`src/source/mixer_pkg.sv`:
```
// shared definitions for the down-conversion mixer
// sample and product widths, sine table geometry,
// phase accumulator format, carrier constants and the mixer FSM states

package mixer_pkg;

  localparam int DATA_W      = 16;
  localparam int LUT_ABITS   = 8;           // 256 entries per period
  localparam int LUT_QBITS   = DATA_W - 1;  // table entries are Q1.15
  localparam int PHASE_QBITS = 4;           // fraction below table address
  localparam int PHASE_W     = LUT_ABITS + PHASE_QBITS;

  localparam logic [PHASE_W-1:0] QUARTER_PHASE = PHASE_W'(1 << (PHASE_W - 2));

  localparam int SAMP_RATE    = 48000;      // Hz
  localparam int CARRIER_FREQ = 3000;       // Hz

  // step per sample, rounded down
  localparam logic [PHASE_W-1:0] PHASE_INC = PHASE_W'(
    ((2 ** LUT_ABITS) * CARRIER_FREQ * (2 ** PHASE_QBITS)) / SAMP_RATE);

  localparam real MATH_PI = 3.14159265358979323846;

  typedef enum logic [2:0] {
    MIX_IDLE,       // waiting for a sample
    MIX_SIN_MULT,   // product with sine
    MIX_SIN_WAIT,   // sine word on the stream
    MIX_COS_MULT,   // product with cosine
    MIX_COS_WAIT    // cosine word on the stream, marked last
  } mixer_state_t;

endpackage

```
`src/source/iq_collector.sv`:
```
// joins the interleaved sine/cosine stream into parallel I/Q pairs
// sine word waits in a register until its cosine partner arrives
// output pair held until the sink takes it

`timescale 1ns/1ps

module iq_collector
  import mixer_pkg::*;
(
  input  logic                     clk,
  input  logic                     rst,
  input  logic signed [DATA_W-1:0] data_i,
  input  logic                     valid_i,
  input  logic                     last_i,
  output logic                     ready_o,
  output logic signed [DATA_W-1:0] i_o,
  output logic signed [DATA_W-1:0] q_o,
  output logic                     valid_o,
  input  logic                     ready_i
);

  logic signed [DATA_W-1:0] sin_word;  // pending first half of a pair
  logic                     xfer;

  // room when empty or the pair leaves this cycle
  assign ready_o = !valid_o || ready_i;
  assign xfer    = valid_i && ready_o;

  always_ff @(posedge clk, posedge rst) begin
    if (rst) begin
      sin_word <= '0;
      i_o      <= '0;
      q_o      <= '0;
      valid_o  <= 1'b0;
    end else begin
      if (xfer && !last_i) begin
        sin_word <= data_i;
      end
      if (xfer && last_i) begin
        i_o     <= sin_word;  // sine product is I
        q_o     <= data_i;    // cosine product is Q
        valid_o <= 1'b1;
      end else if (ready_i) begin
        valid_o <= 1'b0;
      end
    end
  end

endmodule

```
`src/source/mixer.sv`:
```
// mixer FSM
// holds one input sample, multiplies it by sine and then cosine
// and sends both products out as an interleaved stream with last on cosine
// owns the phase accumulator and the sine table instance

`timescale 1ns/1ps

module mixer
  import mixer_pkg::*;
(
  input  logic                     clk,
  input  logic                     rst,
  input  logic signed [DATA_W-1:0] sample_i,
  input  logic                     sample_valid_i,
  input  logic                     ready_i,
  output logic                     idle_o,
  output logic signed [DATA_W-1:0] data_o,
  output logic                     valid_o,
  output logic                     last_o
);

  mixer_state_t state;
  mixer_state_t next_state;

  logic signed [DATA_W-1:0]   sample_reg;   // held input sample
  logic signed [DATA_W-1:0]   lut_sample;   // oscillator value
  logic signed [2*DATA_W-1:0] product;
  logic [PHASE_W-1:0]         phase_reg;
  logic [PHASE_W-1:0]         phase_eff;
  logic [LUT_ABITS-1:0]       lut_addr;
  logic                       accept;
  logic                       xfer;

  assign accept = (state == MIX_IDLE) && sample_valid_i;
  assign xfer   = valid_o && ready_i;
  assign idle_o = (state == MIX_IDLE);

  always_ff @(posedge clk, posedge rst) begin
    if (rst) begin
      state <= MIX_IDLE;
    end else begin
      state <= next_state;
    end
  end

  always_comb begin
    next_state = state;
    case (state)
      MIX_IDLE:     if (sample_valid_i) next_state = MIX_SIN_MULT;
      MIX_SIN_MULT: next_state = MIX_SIN_WAIT;
      MIX_SIN_WAIT: if (ready_i) next_state = MIX_COS_MULT;
      MIX_COS_MULT: next_state = MIX_COS_WAIT;
      MIX_COS_WAIT: if (ready_i) next_state = MIX_IDLE;
      default:      next_state = MIX_IDLE;
    endcase
  end

  // stream strobes follow the wait states exactly
  always_ff @(posedge clk, posedge rst) begin
    if (rst) begin
      valid_o <= 1'b0;
      last_o  <= 1'b0;
    end else begin
      valid_o <= (next_state == MIX_SIN_WAIT) || (next_state == MIX_COS_WAIT);
      last_o  <= (next_state == MIX_COS_WAIT);
    end
  end

  always_ff @(posedge clk, posedge rst) begin
    if (rst) begin
      sample_reg <= '0;
    end else if (accept) begin
      sample_reg <= sample_i;
    end
  end

  // full-width product, scaled back by the table's fraction bits
  assign product = sample_reg * lut_sample;

  always_ff @(posedge clk, posedge rst) begin
    if (rst) begin
      data_o <= '0;
    end else if ((state == MIX_SIN_MULT) || (state == MIX_COS_MULT)) begin
      data_o <= product[LUT_QBITS +: DATA_W];  // same bits as >>> LUT_QBITS
    end
  end

  // advance once the cosine word has gone
  always_ff @(posedge clk, posedge rst) begin
    if (rst) begin
      phase_reg <= '0;
    end else if ((state == MIX_COS_WAIT) && xfer) begin
      phase_reg <= phase_reg + PHASE_INC;  // wraps mod 2^PHASE_W
    end
  end

  // a quarter period ahead turns the sine table into cosine;
  // the table latency means it must be applied one state early
  always_comb begin
    if (state == MIX_SIN_WAIT) begin
      phase_eff = phase_reg + QUARTER_PHASE;
    end else begin
      phase_eff = phase_reg;
    end
  end

  assign lut_addr = phase_eff[PHASE_QBITS +: LUT_ABITS];  // integer part

  sine_lut u_sine_lut (
    .clk      (clk),
    .rst      (rst),
    .addr_i   (lut_addr),
    .sample_o (lut_sample)
  );

endmodule

```
`src/source/mixer_top.sv`:
```
// top level of the down-conversion mixer
// mixer with its sine table feeding the I/Q collector

`timescale 1ns/1ps

module mixer_top
  import mixer_pkg::*;
(
  input  logic                     clk,
  input  logic                     rst,
  input  logic signed [DATA_W-1:0] sample_i,
  input  logic                     sample_valid_i,
  output logic                     idle_o,
  output logic signed [DATA_W-1:0] i_o,
  output logic signed [DATA_W-1:0] q_o,
  output logic                     iq_valid_o,
  input  logic                     iq_ready_i
);

  // interleaved stream between the two blocks
  logic signed [DATA_W-1:0] mix_data;
  logic                     mix_valid;
  logic                     mix_last;
  logic                     mix_ready;

  mixer u_mixer (
    .clk            (clk),
    .rst            (rst),
    .sample_i       (sample_i),
    .sample_valid_i (sample_valid_i),
    .ready_i        (mix_ready),
    .idle_o         (idle_o),
    .data_o         (mix_data),
    .valid_o        (mix_valid),
    .last_o         (mix_last)
  );

  iq_collector u_iq_collector (
    .clk     (clk),
    .rst     (rst),
    .data_i  (mix_data),
    .valid_i (mix_valid),
    .last_i  (mix_last),
    .ready_o (mix_ready),
    .i_o     (i_o),
    .q_o     (q_o),
    .valid_o (iq_valid_o),
    .ready_i (iq_ready_i)
  );

endmodule

```
`src/source/sine_lut.sv`:
```
// full-period sine table for the mixer oscillator
// entries computed at elaboration, one cycle read latency

`timescale 1ns/1ps

module sine_lut
  import mixer_pkg::*;
(
  input  logic                     clk,
  input  logic                     rst,
  input  logic [LUT_ABITS-1:0]     addr_i,
  output logic signed [DATA_W-1:0] sample_o
);

  localparam int DEPTH = 2 ** LUT_ABITS;

  logic signed [DATA_W-1:0] table_q [DEPTH];

  // round(sin(2*pi*a/DEPTH) * full scale)
  function automatic logic signed [DATA_W-1:0] sine_entry(input int a);
    real angle;
    real scaled;
    angle  = 2.0 * MATH_PI * real'(a) / real'(DEPTH);
    scaled = $sin(angle) * real'((2 ** LUT_QBITS) - 1);
    return DATA_W'(int'(scaled));  // int cast rounds to nearest
  endfunction

  for (genvar a = 0; a < DEPTH; a++) begin : g_entry
    assign table_q[a] = sine_entry(a);
  end

  always_ff @(posedge clk, posedge rst) begin
    if (rst) begin
      sample_o <= '0;
    end else begin
      sample_o <= table_q[addr_i];
    end
  end

endmodule

```
`config.mk`:
```
export PLATFORM = sky130hd
export DESIGN_NAME = mixer_top
export DESIGN_NICKNAME = d
export VERILOG_FILES = /design/src/source/mixer_pkg.sv /design/src/source/iq_collector.sv /design/src/source/mixer.sv /design/src/source/mixer_top.sv /design/src/source/sine_lut.sv
export SDC_FILE = /design/constraint.sdc
export NUM_CORES = 1
export LEC_CHECK = 0
export ABC_AREA = 1
export BUFFER_PORTS_ARGS = -buffer_cell sky130_fd_sc_hd__buf_2
export CAP_MARGIN = 25
export CORE_UTILIZATION = 62
export DETAILED_ROUTE_END_ITERATION = 7
export PLACE_DENSITY_LB_ADDON = 0.05
export SETUP_SLACK_MARGIN = 0.4
export SYNTH_ARGS = -nofsm -noshare
export SYNTH_HDL_FRONTEND = slang
export SYNTH_SLANG_ARGS = --single-unit
```
`constraint.sdc`:
```
create_clock -name clk -period 7.8 [get_ports clk]
set_input_delay 1.17 -clock clk [delete_from_list [all_inputs] [get_ports clk]]
set_output_delay 1.17 -clock clk [all_outputs]
set_load 0.01 [all_outputs]
```
==> metrics.md, run 1 <==
| Metric | Value |
|---|---|
| Hold EP | `u_iq_collector.sin_word[12]` |
| Post-CTS Setup Inserts | `0` |
| CTS Root Cell | `clkbuf_16` |
| Die height | `about 150 µm` |
| Req. time, crit path | `between 8 and 9 ns` |
| Starting DRT DRC Count | `between 600 and 700` |
| Post-synth top area share | `37.04%` |
| Post-synthesis sequential area ratio | `a little under a fifth` |
| Vias in the first global route | `between 10000 and 15000` |
| GRT Overall Usage | `approximately a third` |
| TritonCTS Sinks | `101` |
| Htree depth | `3` |
| Critical setup path kind | `reg -> reg` |
| Final ANT Viol Nets | `0` |
| First-pass GRT wire length | `about 56 mm` |
| EDFF count, synth | `0` |
| Rel. slew slack | `45.64%` |
| Initial antenna violation count | `0` |
| Largest net degree at the start of global routing | `55` |
| Boundary pin count | `54` |
| Quantity of gates resized following cts | `0` |
| Tightest Hold Check Type | `reg -> reg` |
| Slew Limit Fails | `0` |
| Hold buffers post-CTS | `0` |
| Clk slew on worst S/H paths | `~0.1 ns` |
| Post-DR wirelength/cell | `17.68 µm` |
| Port bufs | `53` |
| Flop2flop setup slack | `between 1 and 1.5 ns` |
| Top cells by count, synth | `inv_1, nand2_1, fa_1, dfrtp_1, ha_1` |
| Clk buf depth | `2` |
| Reg2reg end | `u_mixer.data_o[8]` |
| Initial core utilization | `approximately 64%` |
| Synthesized area | `around 0.014 mm²` |
| Crit. End Element | `register` |
| Largest cells by area after synthesis | `fa_1, dfrtp_1, inv_1` |
| Synth Instances | `between 1500 and 2000` |
| Max_cap viols | `0` |
| Setup TNS | `0 ns` |
| Final Skew | `about 0.026 ns` |
| Die Wd | `150.5 µm` |
| Mapped Nets | `roughly 2000` |
| Synthesized area per cell | `~8.5 µm²` |
| CP max FO | `15` |
| Residual DRC count | `0` |
| Hold Fails Final Rpt | `0` |
| Share of layout cells above drive strength 1 | `under 10%` |
| Hold Crit Depth | `2` |
| Total die area | `between 0.02 and 0.025 mm²` |
| Worst skew pair latency | `0.39 ns` |
| Top-count cell post-synth | `inv_1` |
| Final Cycle Share | `between 80% and 90%` |
| Fin util | `between 60% and 70%` |
| Area Overhead vs Synth | `5.489%` |
| Min-delay src | `u_iq_collector.sin_word[12]` |
| CTS tree | `yes` |
| Distinct cell type count after synthesis | `39` |
| DR vias/cell | `5.264` |
| FFs w/ async S/R, synth | `100.0%` |
| Ant diodes | `0` |
| Critical Path AT | `approximately 6.6 ns` |
| Core region area | `between 0.02 and 0.025 mm²` |
| Post-DP Area | `roughly 0.014 mm²` |
| Synth area leader | `fa_1` |
| RSZ-0062 raised after global routing | `no` |
| Total CTS buffers | `9` |
| Post-DP HPWL | `around 28 mm` |
| Worst slew pin tran | `just over 0.8 ns` |
| Detailed Routing Iterations Pass 1 | `4` |
| Clock period minus final worst setup slack | `6.393 ns` |
| Worst reg2reg path startpoint | `u_mixer.u_sine_lut.sample_o[1]` |
| Remaining global-route overflow | `0` |
| Final setup vio count | `0` |
| Design area | `between 0.01 and 0.015 mm²` |
| Prevailing post-synth register cell | `dfrtp_1` |
| Yosys warns | `0` |
| Yosys reg bits | `101` |
| RePlAce Congestion | `roughly 0.95` |
| Vias | `roughly 10000` |
| Critical Path Source Type | `register` |
| Fmax | `156.4 MHz` |
| Nets | `roughly 2000` |
| Worst-case reg-to-reg path depth | `20` |
| DRT Wirelength | `around 34 mm` |
| Status | `complete, no violations` |
| Row count | `53` |
layer usage:
layer / vias up / GRT usage [%] / wire, µm
li1: 4707 / - / -
met1: 4921 / 43.54 / 14000
met2: 329 / 55.74 / 16410
met3: 92 / 7.000 / 2164
met4: 0 / 12.78 / 1184
met5: - / 0 / 0
kinds of logic (layout without fill, tap and decap cells):
| kind of cell | Yosys count | in the layout | synth area share, % |
|---|---|---|---|
| xor gates and xnor gates | 9 | 9 | 0.7137 |
| and+or+nand+nor | 536 | 536 | 15.94 |
| adders and majority gates | 337 | 337 | 44.72 |
| AOI/OAI and AO/OA | 106 | 106 | 4.172 |
| muxes | 28 | 28 | 2.306 |
| buffers and inverters | 494 | 517 | 13.67 |
| DFF | 101 | 101 | 18.48 |
area by class of cell:
cell class                      instances  area (µm²)
Multi-Input combinational cell       1016        9279
Fill cell                            1787        6927
Sequential cell                       101        2527
Inverter                              444        1669
Tap cell                              275       344.1
Timing Repair Buffer                   57       295.3
Clock buffer                            9       225.2
Clock inverter                          7       86.33
metrics by stage:
| step | cells | hold WS, ns | worst slack, ns |
|---|---|---|---|
| 3_3_place_gp | 1893 | 0.4633 | 1.432 |
| 5_1_grt | 1909 | 0.5081 | 1.083 |
| 2_1_floorplan | 1611 | 0.4491 | 2.274 |
| 6_report | 1909 | 0.4879 | 1.407 |
| 3_5_place_dp | 1893 | 0.4692 | 1.487 |
| 4_1_cts | 1909 | 0.4885 | 1.470 |
worst max-delay path by stage:
stage                     slack (ns)  cells after the start                           start            endpoint
after floorplan                 2.27                     23          u_mixer.sample_reg[15]  u_mixer.data_o[10]
after global routing            1.08                     24  u_mixer.u_sine_lut.sample_o[8]  u_mixer.data_o[11]
after detailed placement        1.49                     20  u_mixer.u_sine_lut.sample_o[5]   u_mixer.data_o[8]
after global placement          1.43                     20  u_mixer.u_sine_lut.sample_o[5]   u_mixer.data_o[8]
after CTS                       1.47                     20  u_mixer.u_sine_lut.sample_o[1]   u_mixer.data_o[8]
final                           1.41                     20  u_mixer.u_sine_lut.sample_o[1]   u_mixer.data_o[8]
cell usage in the layout, fill, tap and decap left out, types with 2 or more instances in the layout:
master / instances
a31o_2: 2
o22ai_1: 2
nor2_1: 55
or2_2: 9
dfrtp_1: 101
buf_2: 53
o21bai_1: 7
a31oi_1: 2
nand3b_1: 6
nand2_1: 398
nand4_1: 8
inv_2: 4
ha_1: 84
nor3_1: 5
clkinv_4: 2
a21oi_1: 33
o21ai_1: 4
fa_1: 253
mux2_2: 28
nand2_2: 6
o21ai_0: 52
inv_1: 439
clkinv_8: 2
nand3_1: 40
xor2_1: 3
buf_4: 4
and3_1: 2
clkbuf_16: 9
nor4_1: 3
xnor2_1: 5
worst max-delay path, stage by stage, from the launching register on:
cell,delay [ns]
dfrtp_1,0.65
nand2_1,0.29
inv_1,0.09
fa_1,0.63
inv_1,0.14
fa_1,0.57
inv_1,0.34
fa_1,0.51
fa_1,0.50
fa_1,0.49
inv_1,0.05
fa_1,0.47
inv_1,0.04
ha_1,0.37
nand2_1,0.15
nor4_1,0.40
nand3_1,0.22
nand3_1,0.12
nand2_1,0.05
nand3_1,0.08
o21ai_0,0.08
Power of run 1 is left out: the tool's default activity adds up to more than one toggle a clock period on the data nets, which glitch-free logic cannot reach.
==> run 2, diff against run 1 <==
--- a/config.mk
+++ b/config.mk
@@ -8,7 +8,7 @@
 export ABC_AREA = 1
 export BUFFER_PORTS_ARGS = -buffer_cell sky130_fd_sc_hd__buf_2
 export CAP_MARGIN = 25
-export CORE_UTILIZATION = 62
+export CORE_UTILIZATION = 59
 export DETAILED_ROUTE_END_ITERATION = 7
 export PLACE_DENSITY_LB_ADDON = 0.05
 export SETUP_SLACK_MARGIN = 0.4
==> constraint.sdc (replaced) <==
create_clock -name clk -period 5.5 [get_ports clk]
set_input_delay 0.825 -clock clk [delete_from_list [all_inputs] [get_ports clk]]
set_output_delay 0.825 -clock clk [all_outputs]
set_load 0.01 [all_outputs]
==> run 2 against run 1 <==
  * Cell count grew 9.6%
  * Utilization grew 7.4 points
  * Flip-flop and latch count is the same
  * Maximum frequency grew 16%
  * Worst hold slack lost 0.010 ns
  * First-iteration DRC count grew 3.2%
  * Clock skew shrank 0.0040 ns
  * Count of clock-buffer cells in the layout is the same
  * Worst setup slack lost 1.4 ns
  * Global-route usage shrank 0.45 points
  * Sequential share of layout area shrank 2.5 points
  * Via count grew 8.4%
==> metrics.md, run 2 (synthesized netlist as in run 1, its figures left out) <==
| Metric | Value |
|---|---|
| GRT Overall Usage | `33.19% (-0.45 points)` |
| Initial antenna violation count | `0 (unchanged)` |
| RePlAce Congestion | `0.9623 (+1.1%)` |
| Status | `complete, no violations` |
| Critical Path AT | `5.76 ns (-0.88 ns)` |
| Fmax | `182.1 MHz (+16%)` |
| Nets | `2160 (+8.8%)` |
| Htree depth | `3 (unchanged)` |
| Residual DRC count | `0 (unchanged)` |
| Max_cap viols | `0 (unchanged)` |
| Core region area | `0.02271 mm² (+6.4%)` |
| Worst reg2reg path startpoint | `u_mixer.u_sine_lut.sample_o[8]` |
| Area Overhead vs Synth | `24.42%` |
| Row count | `55 (+3.8%)` |
| CP max FO | `5 (-10)` |
| First-pass GRT wire length | `59.35 mm (+5.3%)` |
| Crit. End Element | `register` |
| Critical setup path kind | `reg -> reg` |
| Slew Limit Fails | `0 (unchanged)` |
| RSZ-0062 raised after global routing | `yes` |
| Largest net degree at the start of global routing | `54 (-1.8%)` |
| CTS tree | `yes` |
| Share of layout cells above drive strength 1 | `28.43% (+21 points)` |
| Die height | `154.2 µm (+2.5%)` |
| Post-DP Area | `0.01530 mm² (+8.4%)` |
| Post-DP HPWL | `29.32 mm (+5.3%)` |
| Clock period minus final worst setup slack | `5.491 ns (-0.9024 ns)` |
| TritonCTS Sinks | `101 (unchanged)` |
| Final ANT Viol Nets | `0 (unchanged)` |
| Boundary pin count | `54 (unchanged)` |
| Ant diodes | `0 (unchanged)` |
| Port bufs | `53 (unchanged)` |
| Total die area | `0.02379 mm² (+5.0%)` |
| Min-delay src | `u_mixer.data_o[11]` |
| DRT Wirelength | `36.82 mm (+9.1%)` |
| Initial core utilization | `60.22% (-3.8 points)` |
| Req. time, crit path | `5.77 ns (-2.28 ns)` |
| Most frequent cells in the layout | `inv_1, nand2_1, fa_1, buf_4, dfrtp_1` |
| Final setup vio count | `0 (unchanged)` |
| Post-DR wirelength/cell | `17.59 µm (-0.51%)` |
| Vias | `10890 (+8.4%)` |
| Tightest Hold Check Type | `reg -> reg` |
| Clk buf depth | `2 (unchanged)` |
| CP startpoint | `u_mixer.u_sine_lut.sample_o[8]` |
| Final Cycle Share | `99.83% (+18 points)` |
| Placed cells | `2028 (+7.1%)` |
| Final Skew | `0.02210 ns (-0.003955 ns)` |
| Rel. slew slack | `54.75% (+9.1 points)` |
| Die Wd | `154.2 µm (+2.5%)` |
| Starting DRT DRC Count | `647 (+3.2%)` |
| Most common cell after layout, fill and taps aside | `inv_1` |
| Worst slew pin tran | `0.6788 ns (-0.1366 ns)` |
| Fin cells | `2093 (+9.6%)` |
| Clk slew on worst S/H paths | `0.09 ns (about the same)` |
| Register area | `0.002551 mm² (+0.94%)` |
| Fin util | `74.93% (+7.4 points)` |
| Worst skew pair latency | `0.38 ns (about the same)` |
| Fillcell total | `1685 (-5.7%)` |
| Remaining global-route overflow | `0 (unchanged)` |
| Detailed Routing Iterations Pass 1 | `5 (+1)` |
| CTS Root Cell | `clkbuf_16` |
| Design area | `0.01702 mm² (+18%)` |
| Critical Path Source Type | `register` |
| Area taken by multi-input logic gates | `0.01021 mm² (+10%)` |
| DR vias/cell | `5.203 (-1.2%)` |
| Total CTS buffers | `9 (unchanged)` |
| Vias in the first global route | `11540 (+5.3%)` |
| Hold Fails Final Rpt | `0 (unchanged)` |
==> run 2: per-stage QoR <==
stage / setup TNS [ns] / setup WS, ns / hold WS, ns
3_3_place_gp: -0.1956 / -0.1046 / 0.4647
2_1_floorplan: 0 / 0.3270 / 0.4491
5_1_grt: -1.204 / -0.1944 / 0.5139
6_report: 0 / 0.009365 / 0.4778
3_5_place_dp: -0.2124 / -0.08505 / 0.4703
4_1_cts: 0 / 0.05209 / 0.4907
==> run 2: critical path: stages, from the launching register on <==
cell     delay [ns]
dfrtp_2        0.40
buf_4          0.12
buf_12         0.10
buf_16         0.12
nand2_2        0.07
fa_1           0.60
fa_2           0.48
fa_2           0.54
inv_1          0.05
fa_1           0.46
fa_1           0.50
inv_1          0.05
fa_1           0.50
inv_2          0.05
ha_4           0.29
nand2_4        0.07
inv_2          0.09
nand2_1        0.06
nand2_1        0.12
buf_4          0.14
nand2_2        0.05
a21oi_2        0.18
nor3_2         0.08
nand2_1        0.07
nand2_1        0.07
nand3_2        0.07
nand2_1        0.05
==> run 2: final cells by class <==
cell class | count | share of cell area, %
Sequential cell | 101 | 14.99
Tap cell | 285 | 2.096
Timing Repair Buffer | 231 | 11.17
Inverter | 444 | 9.883
Clock buffer | 9 | 1.324
Multi-Input combinational cell | 1016 | 60.03
Clock inverter | 7 | 0.5000
==> run 2: what timing repair did <==
| action | CTS | global route |
|---|---|---|
| gates cloned | 3 | 1 |
| setup endpoints to repair | 16 | 16 |
| hold buffers | 0 | 0 |
| endpoints found under the hold margin | 0 | 0 |
| buffers inserted | 26 | 19 |
| gates resized for setup | 173 | 92 |
| pin swaps | 59 | 64 |
==> run 2: worst paths after layout <==
check                                        endpoint  slack, ns  depth (start not counted)
worst min-delay path               u_mixer.data_o[11]       0.48                          2
max in group asynchronous       u_iq_collector.i_o[7]       3.79                          3
worst max register to register     u_mixer.data_o[11]      0.009                         26
worst max-delay path               u_mixer.data_o[11]      0.009                         26
min in group asynchronous             u_mixer.valid_o       0.55                          2
worst min register to register     u_mixer.data_o[11]       0.48                          2
==> run 2: per-layer routing <==
metal  GRT usage (%)  up-vias  routed length (µm)
met5               0        -                   0
met4           14.14        0                1626
met3           6.781       94                2337
met2           56.88      350               18420
met1           41.04     5360               14430
li1                -     5085                   -
Power of run 2 is left out for the same reason.
==> run 3, diff against run 2 <==
--- a/config.mk
+++ b/config.mk
@@ -8,10 +8,12 @@
 export ABC_AREA = 1
 export BUFFER_PORTS_ARGS = -buffer_cell sky130_fd_sc_hd__buf_2
 export CAP_MARGIN = 25
+export CORE_MARGIN = 1.5
 export CORE_UTILIZATION = 59
 export DETAILED_ROUTE_END_ITERATION = 7
 export PLACE_DENSITY_LB_ADDON = 0.05
 export SETUP_SLACK_MARGIN = 0.4
 export SYNTH_ARGS = -nofsm -noshare
 export SYNTH_HDL_FRONTEND = slang
+export SYNTH_HIERARCHICAL = 1
 export SYNTH_SLANG_ARGS = --single-unit
==> run 3 against run 2 <==
  * Synthesized area is 33% higher
  * Synthesized cell count increased by 64%
  * The flow now stops in global routing (5_1_grt)
==> metrics.md, run 3 <==
| Metric | Value |
|---|---|
| Status | `aborted with a tool error` |
| Stop stage | `global routing (5_1_grt)` |
| Error Message | `[ERROR GRT-0232] Routing congestion too high. Check the congestion heatmap in the GUI.` |
| Die Wd | `178.8 µm (+16%)` |
| Placed cells | `3100 (+53%)` |
| Distinct cell type count after synthesis | `49 (+26%)` |
| Synthesized area | `0.01824 mm² (+33%)` |
| Top cells by count, synth | `nand2_1, inv_1, fa_1, nor2_1, nand3_1` |
| Htree depth | `3 (unchanged)` |
| Largest cells by area after synthesis | `fa_1, nand2_1, dfrtp_1` |
| Top-count cell post-synth | `nand2_1` |
| Largest net degree at the start of global routing | `between 60 and 70` |
| Synth area leader | `fa_1` |
| Synthesized area per cell | `6.892 µm² (-19%)` |
| Post-synthesis sequential area ratio | `14.54% (-3.9 points)` |
| Synth Instances | `2647 (+64%)` |
| TritonCTS Sinks | `106 (+5.0%)` |
| Total CTS buffers | `9 (unchanged)` |
| Port bufs | `53 (unchanged)` |
| Initial core utilization | `59.79% (-0.43 points)` |
| Boundary pin count | `54 (unchanged)` |
| Remaining global-route overflow | `180` |
| Critical endpoint after global-route timing repair | `u_mixer/data_o[7]$_DFFE_PP0P_/D` |
| Clk buf depth | `2 (unchanged)` |
| Yosys warns | `6 (+6)` |
| EDFF count, synth | `0 (unchanged)` |
| Post-synth top area share | `27.98% (-9.1 points)` |
| RePlAce Congestion | `1.078 (+12%)` |
| Row count | `64 (+16%)` |
| Die height | `178.8 µm (+16%)` |
| CTS Root Cell | `clkbuf_16` |
| Yosys reg bits | `106 (+5.0%)` |
| Post-DP Area | `0.01950 mm² (+27%)` |
| Kind of the worst endpoint | `register data pin` |
| FFs w/ async S/R, synth | `100.0% (unchanged)` |
| Post-DP HPWL | `54.36 mm (+85%)` |
| Hold buffers post-CTS | `0 (unchanged)` |
| Prevailing post-synth register cell | `dfrtp_1` |
| GRT Overall Usage | `72.12%` |
## run 3: stage by stage
stage               setup TNS (ns)  hold WS (ns)  setup WS (ns)
global placement           -0.1669        0.4483        -0.1271
CTS                              0        0.4776         0.1397
floorplan                        0        0.4422         0.3714
detailed placement          -1.104        0.4528        -0.1821
## run 3: per-layer routing
metal  GRT usage (%)  overflow
met5           26.28         1
met4           65.49        65
met1           73.21         6
met3           58.35         5
met2           88.98       103
## run 3: logic make-up after synthesis
kind of cell	after synthesis	share of synthesized area [%]
AND/OR/NAND/NOR	1277	28.83
buffers and inverters	675	14.46
adder cells (fa/ha/maj)	346	34.22
AO/OA/AOI/OAI	219	6.667
flip-flops	106	14.54
XOR/XNOR	12	0.5761
multiplexers	11	0.6790
other	1	0.02056
## run 3: what timing repair did
item	4_1_cts
cloned	1
endpoints found under the setup margin	16
buffers inserted	57
pin swaps	51
gates resized for setup	188
==> run 4, diff against run 3 <==
--- a/config.mk
+++ b/config.mk
@@ -9,10 +9,9 @@
 export BUFFER_PORTS_ARGS = -buffer_cell sky130_fd_sc_hd__buf_2
 export CAP_MARGIN = 25
 export CORE_MARGIN = 1.5
-export CORE_UTILIZATION = 59
+export CORE_UTILIZATION = 40
 export DETAILED_ROUTE_END_ITERATION = 7
-export PLACE_DENSITY_LB_ADDON = 0.05
-export SETUP_SLACK_MARGIN = 0.4
+export PLACE_DENSITY_LB_ADDON = 0.15
 export SYNTH_ARGS = -nofsm -noshare
 export SYNTH_HDL_FRONTEND = slang
 export SYNTH_HIERARCHICAL = 1
==> constraint.sdc (replaced) <==
create_clock -name clk -period 7.2 [get_ports clk]
set_input_delay 1.08 -clock clk [delete_from_list [all_inputs] [get_ports clk]]
set_output_delay 1.08 -clock clk [all_outputs]
set_load 0.01 [all_outputs]
==> run 4 against run 3 <==
  * The run now ends clean
  * Synthesized cell count unchanged
  * Synthesized area unchanged
==> metrics.md, run 4 <==
| Metric | Value |
|---|---|
| Detailed Routing Iterations Pass 1 | `6` |
| Synth area leader | `fa_1` |
| Setup TNS | `0 ns` |
| Prevailing post-synth register cell | `dfrtp_1` |
| CP max stage delay | `around 0.95 ns` |
| Critical Path Source Type | `register` |
| Remaining global-route overflow | `0` |
| Most common cell after layout, fill and taps aside | `nand2_1` |
| Residual DRC count | `0` |
| Starting DRT DRC Count | `a little under 2000` |
| CTS tree | `yes` |
| Clk buf depth | `2 (unchanged)` |
| Critical setup path kind | `reg -> reg` |
| Synthesized area | `0.01824 mm² (unchanged)` |
| Register area | `approximately 0.0027 mm²` |
| Min-delay src | `u_iq_collector/q_o[14]` |
| Synthesized area per cell | `6.892 µm² (unchanged)` |
| Boundary pin count | `54 (unchanged)` |
| Hold Crit Depth | `2` |
| Hold EP | `u_iq_collector/q_o[14]` |
| Distinct cell type count after synthesis | `49 (unchanged)` |
| Critical Path AT | `between 7 and 8 ns` |
| Worst-case reg-to-reg path depth | `19` |
| Fillcell total | `4779` |
| Crit-path cells | `nand2_1, fa_1, fa_1, inv_1, fa_1, fa_1, fa_1, fa_1, ha_1, a21oi_1, nand2_1, nand2_1, nand2_1, nor2_1, nand2_1, a21oi_1, nand3_1, nand3_1, nand2_1` |
| Die height | `216.6 µm (+21%)` |
| Status | `complete, no violations` |
| Req. time, crit path | `7.48 ns` |
| First-pass GRT wire length | `roughly 110 mm` |
| RePlAce Congestion | `1.011 (-6.3%)` |
| Total die area | `around 0.047 mm²` |
| Yosys reg bits | `106 (unchanged)` |
| CP max FO | `16` |
| Post-synth top area share | `27.98% (unchanged)` |
| CTS Root Cell | `clkbuf_16` |
| TritonCTS Sinks | `106 (unchanged)` |
| Clock period minus final worst setup slack | `around 6.8 ns` |
| Rel. slew slack | `a little over a third` |
| Hold Fails Final Rpt | `0` |
| Top cells by count, synth | `nand2_1, inv_1, fa_1, nor2_1, nand3_1` |
| Post-CTS Setup Inserts | `0 (-100%)` |
| GRT Overall Usage | `between 30% and 40%` |
| Flop2flop setup slack | `0.37 ns` |
| Tightest Hold Check Type | `reg -> reg` |
| Largest net degree at the start of global routing | `63` |
| Largest cells by area after synthesis | `fa_1, nand2_1, dfrtp_1` |
| Die Wd | `216.6 µm (+21%)` |
| Slowest-stage cell, CP | `dfrtp_1` |
| Row count | `78 (+22%)` |
| Vias in the first global route | `around 18000` |
| Total CTS buffers | `9 (unchanged)` |
| Area Overhead vs Synth | `5.953%` |
| Final ANT Viol Nets | `0` |
| Initial antenna violation count | `3` |
| Nets | `between 2000 and 3000` |
| FFs w/ async S/R, synth | `100.0% (unchanged)` |
| Area taken by multi-input logic gates | `approximately 0.013 mm²` |
| Port bufs | `53 (unchanged)` |
| Slew Limit Fails | `0` |
| Final Skew | `about 0.015 ns` |
| EDFF count, synth | `0 (unchanged)` |
| RSZ-0062 raised after global routing | `no` |
| Htree depth | `3 (unchanged)` |
| Post-DR wirelength/cell | `between 20 and 25 µm` |
| Synth Instances | `2647 (unchanged)` |
| Initial core utilization | `40.37% (-19 points)` |
| Quantity of gates resized following cts | `0 (-100%)` |
| DRT Wirelength | `between 60 and 70 mm` |
| Top-count cell post-synth | `nand2_1` |
| Reg2reg end | `u_mixer/data_o[15]` |
| Core region area | `0.04519 mm²` |
| Post-DP HPWL | `54.63 mm (+0.50%)` |
| Yosys warns | `6 (unchanged)` |
| DR vias/cell | `approximately 5.4` |
| Post-synthesis sequential area ratio | `14.54% (unchanged)` |
| Clk slew on worst S/H paths | `about 0.09 ns` |
| Fmax | `about 150 MHz` |
| Final setup vio count | `0` |
| Max_cap viols | `0` |
| Hold buffers post-CTS | `0 (unchanged)` |
| Final Cycle Share | `between 90% and 100%` |
| Share of layout cells above drive strength 1 | `under 10%` |
| Worst reg2reg path startpoint | `u_mixer/u_sine_lut/sample_o[2]` |
| Vias | `around 17000` |
| Crit. End Element | `register` |
| Worst slew pin tran | `approximately 0.95 ns` |
| Most frequent cells in the layout | `nand2_1, inv_1, fa_1, nor2_1, nand3_1` |
| Worst skew pair latency | `just under 0.4 ns` |
[run 4: cell counts after synthesis]
Identical to the previous run, type by type.
[run 4: worst max path at each step]
stage | cells after the start | endpoint | slack, ns | start
after global routing | 19 | u_mixer/data_o[15] | 0.008 | u_mixer/u_sine_lut/sample_o[2]
after floorplan | 23 | u_mixer/data_o[13] | 1.66 | u_mixer/u_sine_lut/sample_o[2]
after CTS | 19 | u_mixer/data_o[15] | 0.48 | u_mixer/u_sine_lut/sample_o[2]
final | 19 | u_mixer/data_o[15] | 0.37 | u_mixer/u_sine_lut/sample_o[2]
after detailed placement | 19 | u_mixer/data_o[15] | 0.49 | u_mixer/u_sine_lut/sample_o[2]
after global placement | 21 | u_mixer/data_o[15] | 0.48 | u_mixer/u_sine_lut/sample_o[2]
[run 4: metrics by stage]
stage | hold WS, ns | utilization [%] | setup WS [ns] | instance area, µm² | std cells
after floorplan | 0.4422 | - | 1.656 | 18330 | 2670
after global placement | 0.4513 | 41.95 | 0.4763 | 18950 | 3217
after detailed placement | 0.4570 | 42.03 | 0.4914 | 18990 | 3219
after CTS | 0.4751 | 42.71 | 0.4752 | 19300 | 3235
after global routing | 0.4898 | 42.77 | 0.008010 | 19330 | 3236
final | 0.4743 | 42.78 | 0.3745 | 19330 | 3237
[run 4: logic make-up after synthesis]
group           share of synthesized area (%)
simple gates                            28.83
flops                                   14.54
xor+xnor                               0.5761
other cells                           0.02056
fa+ha+maj                               34.22
compound gates                          6.667
mux                                    0.6790
buf+inv                                 14.46
[run 4: critical path: cells and delay by family (launching register included)]
family	cells	cell delay [ns]
DFF	1	0.95
adders and majority gates	7	3.54
AOI/OAI and AO/OA	2	0.65
buffers and inverters	1	0.29
and+or+nand+nor	9	1.26
[run 4: cell type report]
type                            instances  area share [%]
Multi-Input combinational cell       1889           67.58
Inverter                              547           10.64
Timing Repair Buffer                   78           2.576
Tap cell                              600           3.884
Sequential cell                       106           13.73
Clock inverter                          7          0.4143
Clock buffer                            9           1.165
Antenna cell                            1         0.01295
[run 4: metal layers]
layer / part of all wire [%] / GRT usage (%) / wire length, µm
met2: 44 / 46.26 / 30170
met1: 42 / 40.66 / 29110
met4: 5.3 / 15.09 / 3657
met3: 8.9 / 6.274 / 6177
met5: 0.016 / 0 / 11
Power of run 4 is left out for the same reason.
